[config.mk]
export PLATFORM = sky130hd
export DESIGN_NAME = sum_kernel_top
export DESIGN_NICKNAME = d
export VERILOG_FILES = /design/src/sum_kernel_pkg.sv /design/src/edge_accumulator.sv /design/src/result_writer.sv /design/src/sum_kernel_control.sv /design/src/sum_kernel_top.sv /design/src/sync_fifo.sv
export SDC_FILE = /design/constraint.sdc
export NUM_CORES = 1
export LEC_CHECK = 0
export BUFFER_PORTS_ARGS = -buffer_cell sky130_fd_sc_hd__buf_2
export CORE_UTILIZATION = 45
export DETAILED_ROUTE_END_ITERATION = 8
export GPL_ROUTABILITY_DRIVEN = 1
export SLEW_MARGIN = 40
export SYNTH_ARGS = -nofsm -noshare
export SYNTH_HDL_FRONTEND = slang
export SYNTH_SLANG_ARGS = --single-unit
export TNS_END_PERCENT = 5
[constraint.sdc]
create_clock -name clock -period 10.6 [get_ports clock]
set_input_delay 1.06 -clock clock [delete_from_list [all_inputs] [get_ports clock]]
set_output_delay 1.06 -clock clock [all_outputs]
set_load 0.05 [all_outputs]
[src/sum_kernel_pkg.sv]
package sum_kernel_pkg;

	////////////////////////////////////////////////////////////////////////////
	// widths
	////////////////////////////////////////////////////////////////////////////

	// vertex identifier as given by the host
	typedef logic [15:0] vertex_id_t;

	// number of edges belonging to one vertex
	typedef logic [15:0] degree_t;

	// one edge value, also used for the running sum
	typedef logic [31:0] edge_value_t;

	// wishbone byte address
	typedef logic [31:0] bus_address_t;

	// statistics counters
	typedef logic [31:0] count_t;

	// job queue entry, id in the upper half and degree in the lower half
	typedef logic [31:0] job_word_t;

	// result queue entry, vertex id sitting above the sum
	typedef logic [47:0] result_word_t;

	////////////////////////////////////////////////////////////////////////////
	// queue depths
	////////////////////////////////////////////////////////////////////////////

	localparam int JOB_QUEUE_DEPTH    = 4;
	localparam int RESULT_QUEUE_DEPTH = 4;

	////////////////////////////////////////////////////////////////////////////
	// control fsm
	////////////////////////////////////////////////////////////////////////////

	// idle waits for a job, load decides on zero degree,
	// accum takes edges, flush hands the sum to the writer
	typedef enum logic [1:0] {
		IDLE,
		LOAD,
		ACCUM,
		FLUSH
	} control_state_t;

endpackage

[src/edge_accumulator.sv]
`timescale 1ns/1ns

module edge_accumulator (
	input  logic                        clock,
	input  logic                        rstn,
	input  logic                        clear,
	input  logic                        add,
	input  sum_kernel_pkg::edge_value_t edge_value,
	output sum_kernel_pkg::edge_value_t sum,
	output sum_kernel_pkg::degree_t     vertex_edges,
	output sum_kernel_pkg::count_t      edge_count
);

	sum_kernel_pkg::edge_value_t sum_next;
	sum_kernel_pkg::degree_t     vertex_edges_next;
	sum_kernel_pkg::count_t      edge_count_next;

	////////////////////////////////////////////////////////////////////////////
	// next values
	////////////////////////////////////////////////////////////////////////////

	always_comb begin
		sum_next          = sum;
		vertex_edges_next = vertex_edges;
		edge_count_next   = edge_count;

		// clear starts a new vertex
		if (clear) begin
			sum_next          = '0;
			vertex_edges_next = '0;
		end else if (add) begin
			// unsigned add, wraps modulo 2**32
			sum_next          = sum + edge_value;
			vertex_edges_next = vertex_edges + 1'b1;
		end

		// total edges never cleared except by reset
		if (add) begin
			edge_count_next = edge_count + 1'b1;
		end
	end

	////////////////////////////////////////////////////////////////////////////
	// registers
	////////////////////////////////////////////////////////////////////////////

	always_ff @(posedge clock or negedge rstn) begin
		if (!rstn) begin
			sum          <= '0;
			vertex_edges <= '0;
		end else begin
			sum          <= sum_next;
			vertex_edges <= vertex_edges_next;
		end
	end

	// statistics
	always_ff @(posedge clock or negedge rstn) begin
		if (!rstn) begin
			edge_count <= '0;
		end else begin
			edge_count <= edge_count_next;
		end
	end

endmodule

[src/result_writer.sv]
`timescale 1ns/1ns

module result_writer (
	input  logic                         clock,
	input  logic                         rstn,
	input  logic                         enable,
	input  sum_kernel_pkg::bus_address_t result_base,

	// result queue head
	input  sum_kernel_pkg::result_word_t result_head,
	input  logic                         result_empty,
	output logic                         result_pop,

	// wishbone classic master
	output logic                         wb_cyc,
	output logic                         wb_stb,
	output logic                         wb_we,
	output sum_kernel_pkg::bus_address_t wb_adr,
	output sum_kernel_pkg::edge_value_t  wb_wdata,
	output logic [3:0]                   wb_sel,
	input  logic                         wb_ack,

	output sum_kernel_pkg::count_t       vertex_count
);

	typedef enum logic {
		WR_IDLE,
		WR_BUSY
	} writer_state_t;

	writer_state_t state;

	sum_kernel_pkg::vertex_id_t  head_id;
	sum_kernel_pkg::edge_value_t head_sum;
	logic                        start;

	// split the head entry
	assign head_id  = result_head[$bits(sum_kernel_pkg::result_word_t)-1 -:
		$bits(sum_kernel_pkg::vertex_id_t)];
	assign head_sum = result_head[$bits(sum_kernel_pkg::edge_value_t)-1:0];

	// new cycle only from idle, so cyc drops at least one clock between writes
	assign start      = (state == WR_IDLE) && enable && !result_empty;
	assign result_pop = (state == WR_BUSY) && wb_ack;

	// bus strobes follow the state register
	assign wb_cyc = (state == WR_BUSY);
	assign wb_stb = (state == WR_BUSY);
	assign wb_we  = (state == WR_BUSY);
	assign wb_sel = 4'hf;

	////////////////////////////////////////////////////////////////////////////
	// idle / busy
	////////////////////////////////////////////////////////////////////////////

	// an open cycle always finishes on ack, enable or not
	always_ff @(posedge clock or negedge rstn) begin
		if (!rstn) begin
			state        <= WR_IDLE;
			vertex_count <= '0;
		end else begin
			if (start) begin
				state <= WR_BUSY;
			end else if (result_pop) begin
				state        <= WR_IDLE;
				vertex_count <= vertex_count + 1'b1;
			end
		end
	end

	// address and data held steady until ack
	always_ff @(posedge clock) begin
		if (start) begin
			// base plus four bytes per vertex
			wb_adr   <= result_base + {head_id, 2'b00};
			wb_wdata <= head_sum;
		end
	end

endmodule

[src/sum_kernel_control.sv]
`timescale 1ns/1ns

module sum_kernel_control (
	input  logic                         clock,
	input  logic                         rstn,
	input  logic                         enable,

	// job queue head
	input  sum_kernel_pkg::job_word_t    job_head,
	input  logic                         job_empty,
	output logic                         job_pop,

	// edge stream
	input  logic                         edge_valid,
	output logic                         edge_ready,

	// accumulator
	input  sum_kernel_pkg::degree_t      vertex_edges,
	input  sum_kernel_pkg::edge_value_t  sum,
	output logic                         acc_clear,
	output logic                         acc_add,

	// result queue tail
	input  logic                         result_full,
	output logic                         result_push,
	output sum_kernel_pkg::result_word_t result_data
);

	sum_kernel_pkg::control_state_t state;
	sum_kernel_pkg::control_state_t state_next;

	// current job, latched on pop
	sum_kernel_pkg::vertex_id_t vertex_id_q;
	sum_kernel_pkg::degree_t    degree_q;

	sum_kernel_pkg::degree_t    edges_after_add;
	logic                       last_edge;

	////////////////////////////////////////////////////////////////////////////
	// edge stream gating
	////////////////////////////////////////////////////////////////////////////

	// only take edges while accumulating and enabled
	assign edge_ready = enable && (state == sum_kernel_pkg::ACCUM);
	assign acc_add    = edge_valid && edge_ready;

	// count this vertex will reach if the current edge goes in
	assign edges_after_add = vertex_edges + 1'b1;
	assign last_edge       = (edges_after_add == degree_q);

	// id above the final sum
	assign result_data = {vertex_id_q, sum};

	////////////////////////////////////////////////////////////////////////////
	// fsm
	////////////////////////////////////////////////////////////////////////////

	always_comb begin
		state_next  = state;
		job_pop     = 1'b0;
		acc_clear   = 1'b0;
		result_push = 1'b0;

		// enable low holds every state
		if (enable) begin
			case (state)
				sum_kernel_pkg::IDLE: begin
					if (!job_empty) begin
						job_pop    = 1'b1;
						acc_clear  = 1'b1;
						state_next = sum_kernel_pkg::LOAD;
					end
				end
				sum_kernel_pkg::LOAD: begin
					// zero degree skips straight to flush with sum 0
					if (degree_q == '0) begin
						state_next = sum_kernel_pkg::FLUSH;
					end else begin
						state_next = sum_kernel_pkg::ACCUM;
					end
				end
				sum_kernel_pkg::ACCUM: begin
					if (acc_add && last_edge) begin
						state_next = sum_kernel_pkg::FLUSH;
					end
				end
				sum_kernel_pkg::FLUSH: begin
					// wait here while the writer is backed up
					if (!result_full) begin
						result_push = 1'b1;
						state_next  = sum_kernel_pkg::IDLE;
					end
				end
				default: state_next = sum_kernel_pkg::IDLE;
			endcase
		end
	end

	always_ff @(posedge clock or negedge rstn) begin
		if (!rstn) begin
			state <= sum_kernel_pkg::IDLE;
		end else begin
			state <= state_next;
		end
	end

	// job fields, taken straight off the queue head
	always_ff @(posedge clock) begin
		if (job_pop) begin
			vertex_id_q <= job_head[$bits(sum_kernel_pkg::job_word_t)-1 -:
				$bits(sum_kernel_pkg::vertex_id_t)];
			degree_q    <= job_head[$bits(sum_kernel_pkg::degree_t)-1:0];
		end
	end

endmodule

[src/sum_kernel_top.sv]
`timescale 1ns/1ns

module sum_kernel_top (
	input  logic                         clock,
	input  logic                         rstn,
	input  logic                         enable,
	input  sum_kernel_pkg::bus_address_t result_base,

	// host jobs
	input  logic                         job_valid,
	input  sum_kernel_pkg::vertex_id_t   job_id,
	input  sum_kernel_pkg::degree_t      job_degree,
	output logic                         job_ready,

	// host edges
	input  logic                         edge_valid,
	input  sum_kernel_pkg::edge_value_t  edge_value,
	output logic                         edge_ready,

	// wishbone master
	output logic                         wb_cyc,
	output logic                         wb_stb,
	output logic                         wb_we,
	output sum_kernel_pkg::bus_address_t wb_adr,
	output sum_kernel_pkg::edge_value_t  wb_wdata,
	output logic [3:0]                   wb_sel,
	input  logic                         wb_ack,

	// statistics
	output sum_kernel_pkg::count_t       edge_count,
	output sum_kernel_pkg::count_t       vertex_count
);

	sum_kernel_pkg::job_word_t    job_head;
	logic                         job_full;
	logic                         job_empty;
	logic                         job_pop;
	sum_kernel_pkg::result_word_t result_data;
	sum_kernel_pkg::result_word_t result_head;
	logic                         result_push;
	logic                         result_pop;
	logic                         result_full;
	logic                         result_empty;
	logic                         acc_clear;
	logic                         acc_add;
	sum_kernel_pkg::edge_value_t  sum;
	sum_kernel_pkg::degree_t      vertex_edges;

	// queue ignores pushes when full
	assign job_ready = !job_full;

	////////////////////////////////////////////////////////////////////////////
	// queues
	////////////////////////////////////////////////////////////////////////////

	sync_fifo #(
		.WIDTH($bits(sum_kernel_pkg::job_word_t)),
		.DEPTH(sum_kernel_pkg::JOB_QUEUE_DEPTH)
	) job_queue (
		.clock   (clock),
		.rstn    (rstn),
		.push    (job_valid),
		.data_in ({job_id, job_degree}),
		.pop     (job_pop),
		.data_out(job_head),
		.full    (job_full),
		.empty   (job_empty)
	);

	sync_fifo #(
		.WIDTH($bits(sum_kernel_pkg::result_word_t)),
		.DEPTH(sum_kernel_pkg::RESULT_QUEUE_DEPTH)
	) result_queue (
		.clock   (clock),
		.rstn    (rstn),
		.push    (result_push),
		.data_in (result_data),
		.pop     (result_pop),
		.data_out(result_head),
		.full    (result_full),
		.empty   (result_empty)
	);

	////////////////////////////////////////////////////////////////////////////
	// datapath and control
	////////////////////////////////////////////////////////////////////////////

	edge_accumulator edge_accumulator (
		.clock       (clock),
		.rstn        (rstn),
		.clear       (acc_clear),
		.add         (acc_add),
		.edge_value  (edge_value),
		.sum         (sum),
		.vertex_edges(vertex_edges),
		.edge_count  (edge_count)
	);

	sum_kernel_control sum_kernel_control (
		.clock       (clock),
		.rstn        (rstn),
		.enable      (enable),
		.job_head    (job_head),
		.job_empty   (job_empty),
		.job_pop     (job_pop),
		.edge_valid  (edge_valid),
		.edge_ready  (edge_ready),
		.vertex_edges(vertex_edges),
		.sum         (sum),
		.acc_clear   (acc_clear),
		.acc_add     (acc_add),
		.result_full (result_full),
		.result_push (result_push),
		.result_data (result_data)
	);

	// drains the result queue onto the bus
	result_writer result_writer (
		.clock       (clock),
		.rstn        (rstn),
		.enable      (enable),
		.result_base (result_base),
		.result_head (result_head),
		.result_empty(result_empty),
		.result_pop  (result_pop),
		.wb_cyc      (wb_cyc),
		.wb_stb      (wb_stb),
		.wb_we       (wb_we),
		.wb_adr      (wb_adr),
		.wb_wdata    (wb_wdata),
		.wb_sel      (wb_sel),
		.wb_ack      (wb_ack),
		.vertex_count(vertex_count)
	);

endmodule

[src/sync_fifo.sv]
`timescale 1ns/1ns

module sync_fifo #(
	parameter int WIDTH = 32,
	parameter int DEPTH = 4
) (
	input  logic             clock,
	input  logic             rstn,
	input  logic             push,
	input  logic [WIDTH-1:0] data_in,
	input  logic             pop,
	output logic [WIDTH-1:0] data_out,
	output logic             full,
	output logic             empty
);

	// storage
	logic [WIDTH-1:0] mem [DEPTH];

	logic [$clog2(DEPTH)-1:0]   rd_ptr;
	logic [$clog2(DEPTH)-1:0]   wr_ptr;
	logic [$clog2(DEPTH+1)-1:0] count;
	logic                       do_push;
	logic                       do_pop;

	// push when full and pop when empty are dropped here
	assign do_push = push && !full;
	assign do_pop  = pop && !empty;

	assign full  = (int'(count) == DEPTH);
	assign empty = (count == '0);

	// head always shown on the output
	assign data_out = mem[rd_ptr];

	always_ff @(posedge clock) begin
		if (do_push) begin
			mem[wr_ptr] <= data_in;
		end
	end

	// pointers wrap at depth even when not a power of two
	always_ff @(posedge clock or negedge rstn) begin
		if (!rstn) begin
			rd_ptr <= '0;
			wr_ptr <= '0;
			count  <= '0;
		end else begin
			if (do_push) begin
				wr_ptr <= (int'(wr_ptr) == DEPTH - 1) ? '0 : wr_ptr + 1'b1;
			end
			if (do_pop) begin
				rd_ptr <= (int'(rd_ptr) == DEPTH - 1) ? '0 : rd_ptr + 1'b1;
			end
			// occupancy only moves when exactly one side acts
			case ({do_push, do_pop})
				2'b10:   count <= count + 1'b1;
				2'b01:   count <= count - 1'b1;
				default: count <= count;
			endcase
		end
	end

endmodule

==> results of run 1 <==
-- cell usage after synthesis, types with 5 or more instances --
cell type	number
buf_4	6
xnor2_1	92
nand2_1	95
a21oi_1	48
mux4_2	80
a21o_1	22
or3_1	5
nor2b_1	5
and4_1	5
mux2_2	6
nor2_1	68
o21a_1	6
buf_1	7
inv_1	24
nor3_1	16
a31oi_1	8
o21ai_0	68
and2_1	14
ha_1	67
dfrtp_1	129
and3_1	32
nand4_1	22
o21bai_1	6
nor4_1	5
o211ai_1	8
edfxtp_1	416
xor2_1	51
clkbuf_1	34
nand3_1	44
o31ai_1	11
-- registers in the layout, indices dropped and copies added, names as in the netlist, 32 cells and up --
signal and cells:
edge_accumulator.sum 32, result_queue.mem 192, result_writer.wb_adr 32, result_writer.wb_wdata 32, result_writer.vertex_count 32, edge_accumulator.edge_count 32, job_queue.mem 128
-- cells by family (layout without fill, tap and decap cells) --
group / after synthesis / after routing / synth area share (%)
adders and majority gates: 71 / 71 / 3.96
and+or+nand+nor: 337 / 337 / 7.29
buffers and inverters: 74 / 379 / 1.34
AOI/OAI and AO/OA: 221 / 221 / 6.02
muxes: 90 / 90 / 8.23
xor gates and xnor gates: 143 / 143 / 5.40
other: 1 / 5 / 0.0162
DFF: 545 / 545 / 67.7
-- per-layer routing --
metal  GRT usage (%)  wire (um)
met5               0         10
met4            4.65        845
met3            3.49       1900
met2            30.3      23100
met1            25.5      21700
-- layout make-up --
class / instances / area, um^2
antenna: 1 / 2.50
clock buffer: 62 / 1450
clock inverter: 45 / 454
fill: 4215 / 23400
inverter: 24 / 90.1
multi-input combinational: 866 / 7210
sequential: 545 / 15700
tap: 672 / 841
timing repair buffer: 248 / 1310
-- worst paths after layout --
kind                                                        startpoint                                          end  cells past startpoint
max reg2reg                         result_queue.rd_ptr[0]$_DFFE_PN0P_           result_writer.wb_adr[31]$_DFFE_PP_                     10
max                                 result_queue.rd_ptr[0]$_DFFE_PN0P_           result_writer.wb_adr[31]$_DFFE_PP_                     10
min                                                               rstn   result_writer.vertex_count[31]$_DFFE_PN0P_                      1
min reg2reg                edge_accumulator.edge_count[31]$_DFFE_PN0P_  edge_accumulator.edge_count[31]$_DFFE_PN0P_                      1
max in group asynchronous                                         rstn              job_queue.rd_ptr[1]$_DFFE_PN0P_                      2
min in group clock         edge_accumulator.edge_count[31]$_DFFE_PN0P_  edge_accumulator.edge_count[31]$_DFFE_PN0P_                      1
-- power breakdown --
| group | internal [mW] | switching, mW | total, mW | leakage [nW] |
|---|---|---|---|---|
| clock | 1.18 | 0.830 | 2.01 | 0.928 |
| sequential | 2.88 | 0.271 | 3.15 | 5.56 |
| combinational | 0.848 | 1.40 | 2.25 | 3.93 |
| total | 4.91 | 2.50 | 7.41 | 10.4 |
-- through the flow --
stage                     power [mW]  hold slack [ps]
after detailed placement        5.48              457
final                           7.41              423
after global routing            7.82              456
after floorplan                 4.87              459
after global placement          5.44              455
after CTS                       7.51              430
==> reports/metrics.csv, run 1 <==
metric;value;unit
status;finished clean;
gr-total-overflow;0;
post_cts_buffers;0;
relSlewSlack;46.9;%
cts_root_buffer;clkbuf_16;
cts_sinks;545;
synth_area_leaders;edfxtp_1 (54%), dfrtp_1 (14%), mux4_2 (7.8%);
post-route-period-util;37.2;%
clk_pin_slew;60;ps
gp_congestion;0.832;
drive_above_1_share;25.2;%
r2r_slack;6650;ps
dp_cells;2354;
wl_per_cell;19.3;um
synth_top_area_share;53.8;%
core;50500;um^2
grt_pass1_wl;75800;um
syn_area;23200;um^2
dr.pass1.iters;5;
post-route-drc-count;0;
place_area;25200;um^2
layout.cells.non_filler;2463;
die_h;229;um
period_minus_slack;3950;ps
fin_skew;27.5;ps
path_max_fanout;43;
fmax;253;MHz
clock_latency;630;ps
clock_path_buffers;3;
setup_slack;6650;ps
place_hpwl;31100;um
ios;239;
final_area;27100;um^2
cts_tree;yes;
cts.hold.buffers_added;0;
tightestPinTransition;796;ps
max_stage_delay;590;ps
final_util;53.6;%
final_common_cell;edfxtp_1;
nets;1915;
syn-mean-instance-area;15.7;um^2
port_buffers;234;
dieWidth;229;um
antenna_found_initial;1;
slowest_stage;mux4_2;
synthFlopType;edfxtp_1;
async_flop_share;23.7;%
crit_path_end_kind;flop;
hold_viol;0;
dieArea;52500;um^2
cp_cell_sequence;buf_6 > mux4_2 > ha_1 > nand2_1 > o21ai_0 > a21boi_1 > o311a_1 > a211oi_2 > nand4_1 > xnor2_1;
slew_violations;0;
post_cts_resized;0;
grtUsageTotal;18.5;%
vias;13138;
leakage;10.4;nW
postRouteAntennaNets;0;
setup_viol;0;
hold_path.class;input pin to async pin;
p_per_area;274;nW/um^2
synth_edf_count;416;
synthCells;1482;
critPathTopFamily;compound AO/OA/AOI/OAI gates;
pre_cts_ws;6560;ps
grt_max_degree;67;
fin_tns_setup;0;ps
cp.arrival;4320;ps
grt_pass1_vias;13455;
cp-start-kind;flop;
ys_seq_elements;545;
cts.htree.levels;2;
required;10970;ps
synth_warnings;0;
peakVddDrop;165;uV
drv_cap;0;
num_rows;82;
routed_via_density;5.33;
synth_area_leader_cell;edfxtp_1;
drt_iter0_drc;785;
wl;47600;um
area_delta_synth_final;16.7;%
synth_cell_type_count;71;
yosysSeqAreaShare;67.7;%
final_cell_mix;edfxtp_1 (416), buf_2 (233), dfrtp_1 (125), nand2_1 (95), xnor2_1 (92);
start_util;46.0;%
cts_made_buffers;57;
critPathBufInv;1;
critPathKind;flop to flop;
rsz0062_at_grt;no;
No activity file was read; power rests on OpenSTA's default activity.
==> run 2, diff against run 1 <==
clock period = 3.75 ns   (was 10.6 ns; I/O delays follow)
==> run 2 against run 1 <==
  * Sequential power grew to 2.8 times the previous value
  * Global-route usage up 0.38 points
  * Fmax rose by 12%
  * Register-to-register slack got worse by 6400 ps
  * Hold slack lost 360 ps
  * Cell count is 2.1% higher
  * Cell area up 2.0%
  * Count of clock-buffer cells in the layout is 20 higher
  * First-iteration DRC count fell by 2.0%
  * Largest power group unchanged
  * Highest routed layer is now met4
==> reports/metrics.csv, run 2 (synthesized netlist as in run 1, its figures left out) <==
metric;value;unit;change
setup_slack;233;ps;was 6650 ps
post_cts_buffers;0;;unchanged
cts.htree.levels;2;;unchanged
grt_max_degree;88;;was 67
grt_pass1_vias;14014;;was 13455
cp.arrival;3870;ps;was 4320 ps
place_area;25400;um^2;was 25200 um^2
cts_tree;yes;;unchanged
final_cell_mix;edfxtp_1 (416), buf_2 (233), dfrtp_1 (125), nand2_1 (95), xnor2_1 (92);;unchanged
min_to;result_writer.wb_cyc$_DFFE_PN0P_;;
leakage;10.7;nW;was 10.4 nW
rr_worst_depth;12;;was 10
slew_violations;0;;unchanged
relSlewSlack;51.5;%;was 46.9%
dieArea;52500;um^2;unchanged
dp_cells;2376;;was 2354
postRouteAntennaNets;0;;unchanged
largest_reg_flops;192;;unchanged
drive_above_1_share;25.3;%;was 25.2%
final_common_cell;edfxtp_1;;unchanged
die_h;229;um;unchanged
grt_pass1_wl;77900;um;was 75800 um
required;4100;ps;was 10970 ps
routed_via_density;5.32;;was 5.33
hold_path_depth;3;;
reg2reg_from;result_queue.rd_ptr[0]$_DFFE_PN0P_;;unchanged
p_per_area;764;nW/um^2;was 274 nW/um^2
port_buffers;234;;unchanged
wl;48600;um;was 47600 um
critPathKind;flop to flop;;unchanged
final_area;27600;um^2;was 27100 um^2
clock_path_buffers;3;;unchanged
top_register;result_queue.mem;;unchanged
hold_ws;66.7;ps;was 423 ps
reg.largest.list;result_queue.mem x192, job_queue.mem x128;;unchanged
hold_viol;0;;unchanged
fmax;284;MHz;was 253 MHz
clock_latency;610;ps;was 630 ps
vias;13385;;was 13138
r2r_slack;230;ps;was 6650 ps
hold_path.class;input pin to flop;;was input pin to async pin
cp-start-kind;flop;;unchanged
wl_per_cell;19.3;um;about the same
grtUsageTotal;18.9;%;was 18.5%
path_max_fanout;7;;was 43
cts_made_buffers;56;;was 57
status;finished clean;;unchanged
crit_path_end_kind;flop;;unchanged
cts_sinks;545;;unchanged
period_minus_slack;3520;ps;was 3950 ps
rsz0062_at_grt;no;;unchanged
peakVddDrop;393;uV;was 165 uV
final_util;54.7;%;was 53.6%
layout.cells.non_filler;2515;;was 2463
total_power;21.1;mW;was 7.41 mW
antenna_found_initial;1;;unchanged
tightestPinTransition;727;ps;was 796 ps
post-route-period-util;93.8;%;was 37.2%
dieWidth;229;um;unchanged
place_hpwl;33300;um;was 31100 um
cts_root_buffer;clkbuf_16;;unchanged
pre_cts_ws;161;ps;was 6560 ps
hold_start;wb_ack;;
core;50500;um^2;unchanged
gp_congestion;0.831;;was 0.832
drt_iter0_drc;769;;was 785
post-route-drc-count;0;;unchanged
drv_cap;0;;unchanged
start_util;46.0;%;unchanged
rr_endpoint;result_writer.wb_adr[24]$_DFFE_PP_;;was result_writer.wb_adr[31]$_DFFE_PP_
dr.pass1.iters;5;;unchanged
fin_skew;22.1;ps;was 27.5 ps
gr-total-overflow;0;;unchanged
nets;1970;;was 1915
area_delta_synth_final;19.0;%;was 16.7%
ios;239;;unchanged
fin_tns_setup;0;ps;unchanged
num_rows;82;;unchanged
timing.critical_path.from;result_queue.rd_ptr[0]$_DFFE_PN0P_;;unchanged
clk_pin_slew;60;ps;about the same
setup_viol;0;;unchanged
[run 2: worst max path at each step]
stage | to | depth (start not counted)
after floorplan | result_writer.wb_adr[24]$_DFFE_PP_ | 14
after global placement | result_writer.wb_adr[31]$_DFFE_PP_ | 10
after detailed placement | result_writer.wb_adr[31]$_DFFE_PP_ | 10
after CTS | result_writer.wb_adr[31]$_DFFE_PP_ | 10
after global routing | result_writer.wb_adr[31]$_DFFE_PP_ | 10
final | result_writer.wb_adr[24]$_DFFE_PP_ | 12
[run 2: critical path, stage by stage (launching register included)]
cell,delay [ps]
dfrtp_4,490
mux4_2,520
ha_1,230
fa_1,420
a21o_1,190
a21oi_1,210
o21bai_1,110
a211o_1,330
nand3_1,110
a211o_1,160
a31oi_2,170
o2111ai_1,250
xnor2_1,80
[run 2: cell type report]
cell class	count	area (um^2)
well taps	672	841
diodes	1	2.50
flip-flops and latches	545	15700
clock buffers	82	1630
inverters	24	90.1
multi-input cells	866	7220
fillers	4179	22900
clock inverters	21	264
repair buffers	304	1840
[run 2: routing by layer]
| layer | global-route usage (%) | routed length, um |
|---|---|---|
| met1 | 25.7 | 21900 |
| met2 | 31.8 | 23900 |
| met3 | 3.13 | 1880 |
| met4 | 4.35 | 868 |
| met5 | 0 | 0 |
[run 2: where the power goes]
| group | total [mW] | internal (mW) | switching, mW |
|---|---|---|---|
| Sequential | 8.88 | 8.13 | 0.746 |
| Combinational | 6.57 | 2.53 | 4.04 |
| Clock | 5.66 | 3.41 | 2.25 |
| Total | 21.1 | 14.1 | 7.04 |
[run 2: repair_timing]
action | 4_1_cts | 5_1_grt
hold endpoints to repair | 215 | 0
endpoints found under the setup margin | 0 | 9
gates resized for setup | 0 | 4
hold buffers | 35 | 0
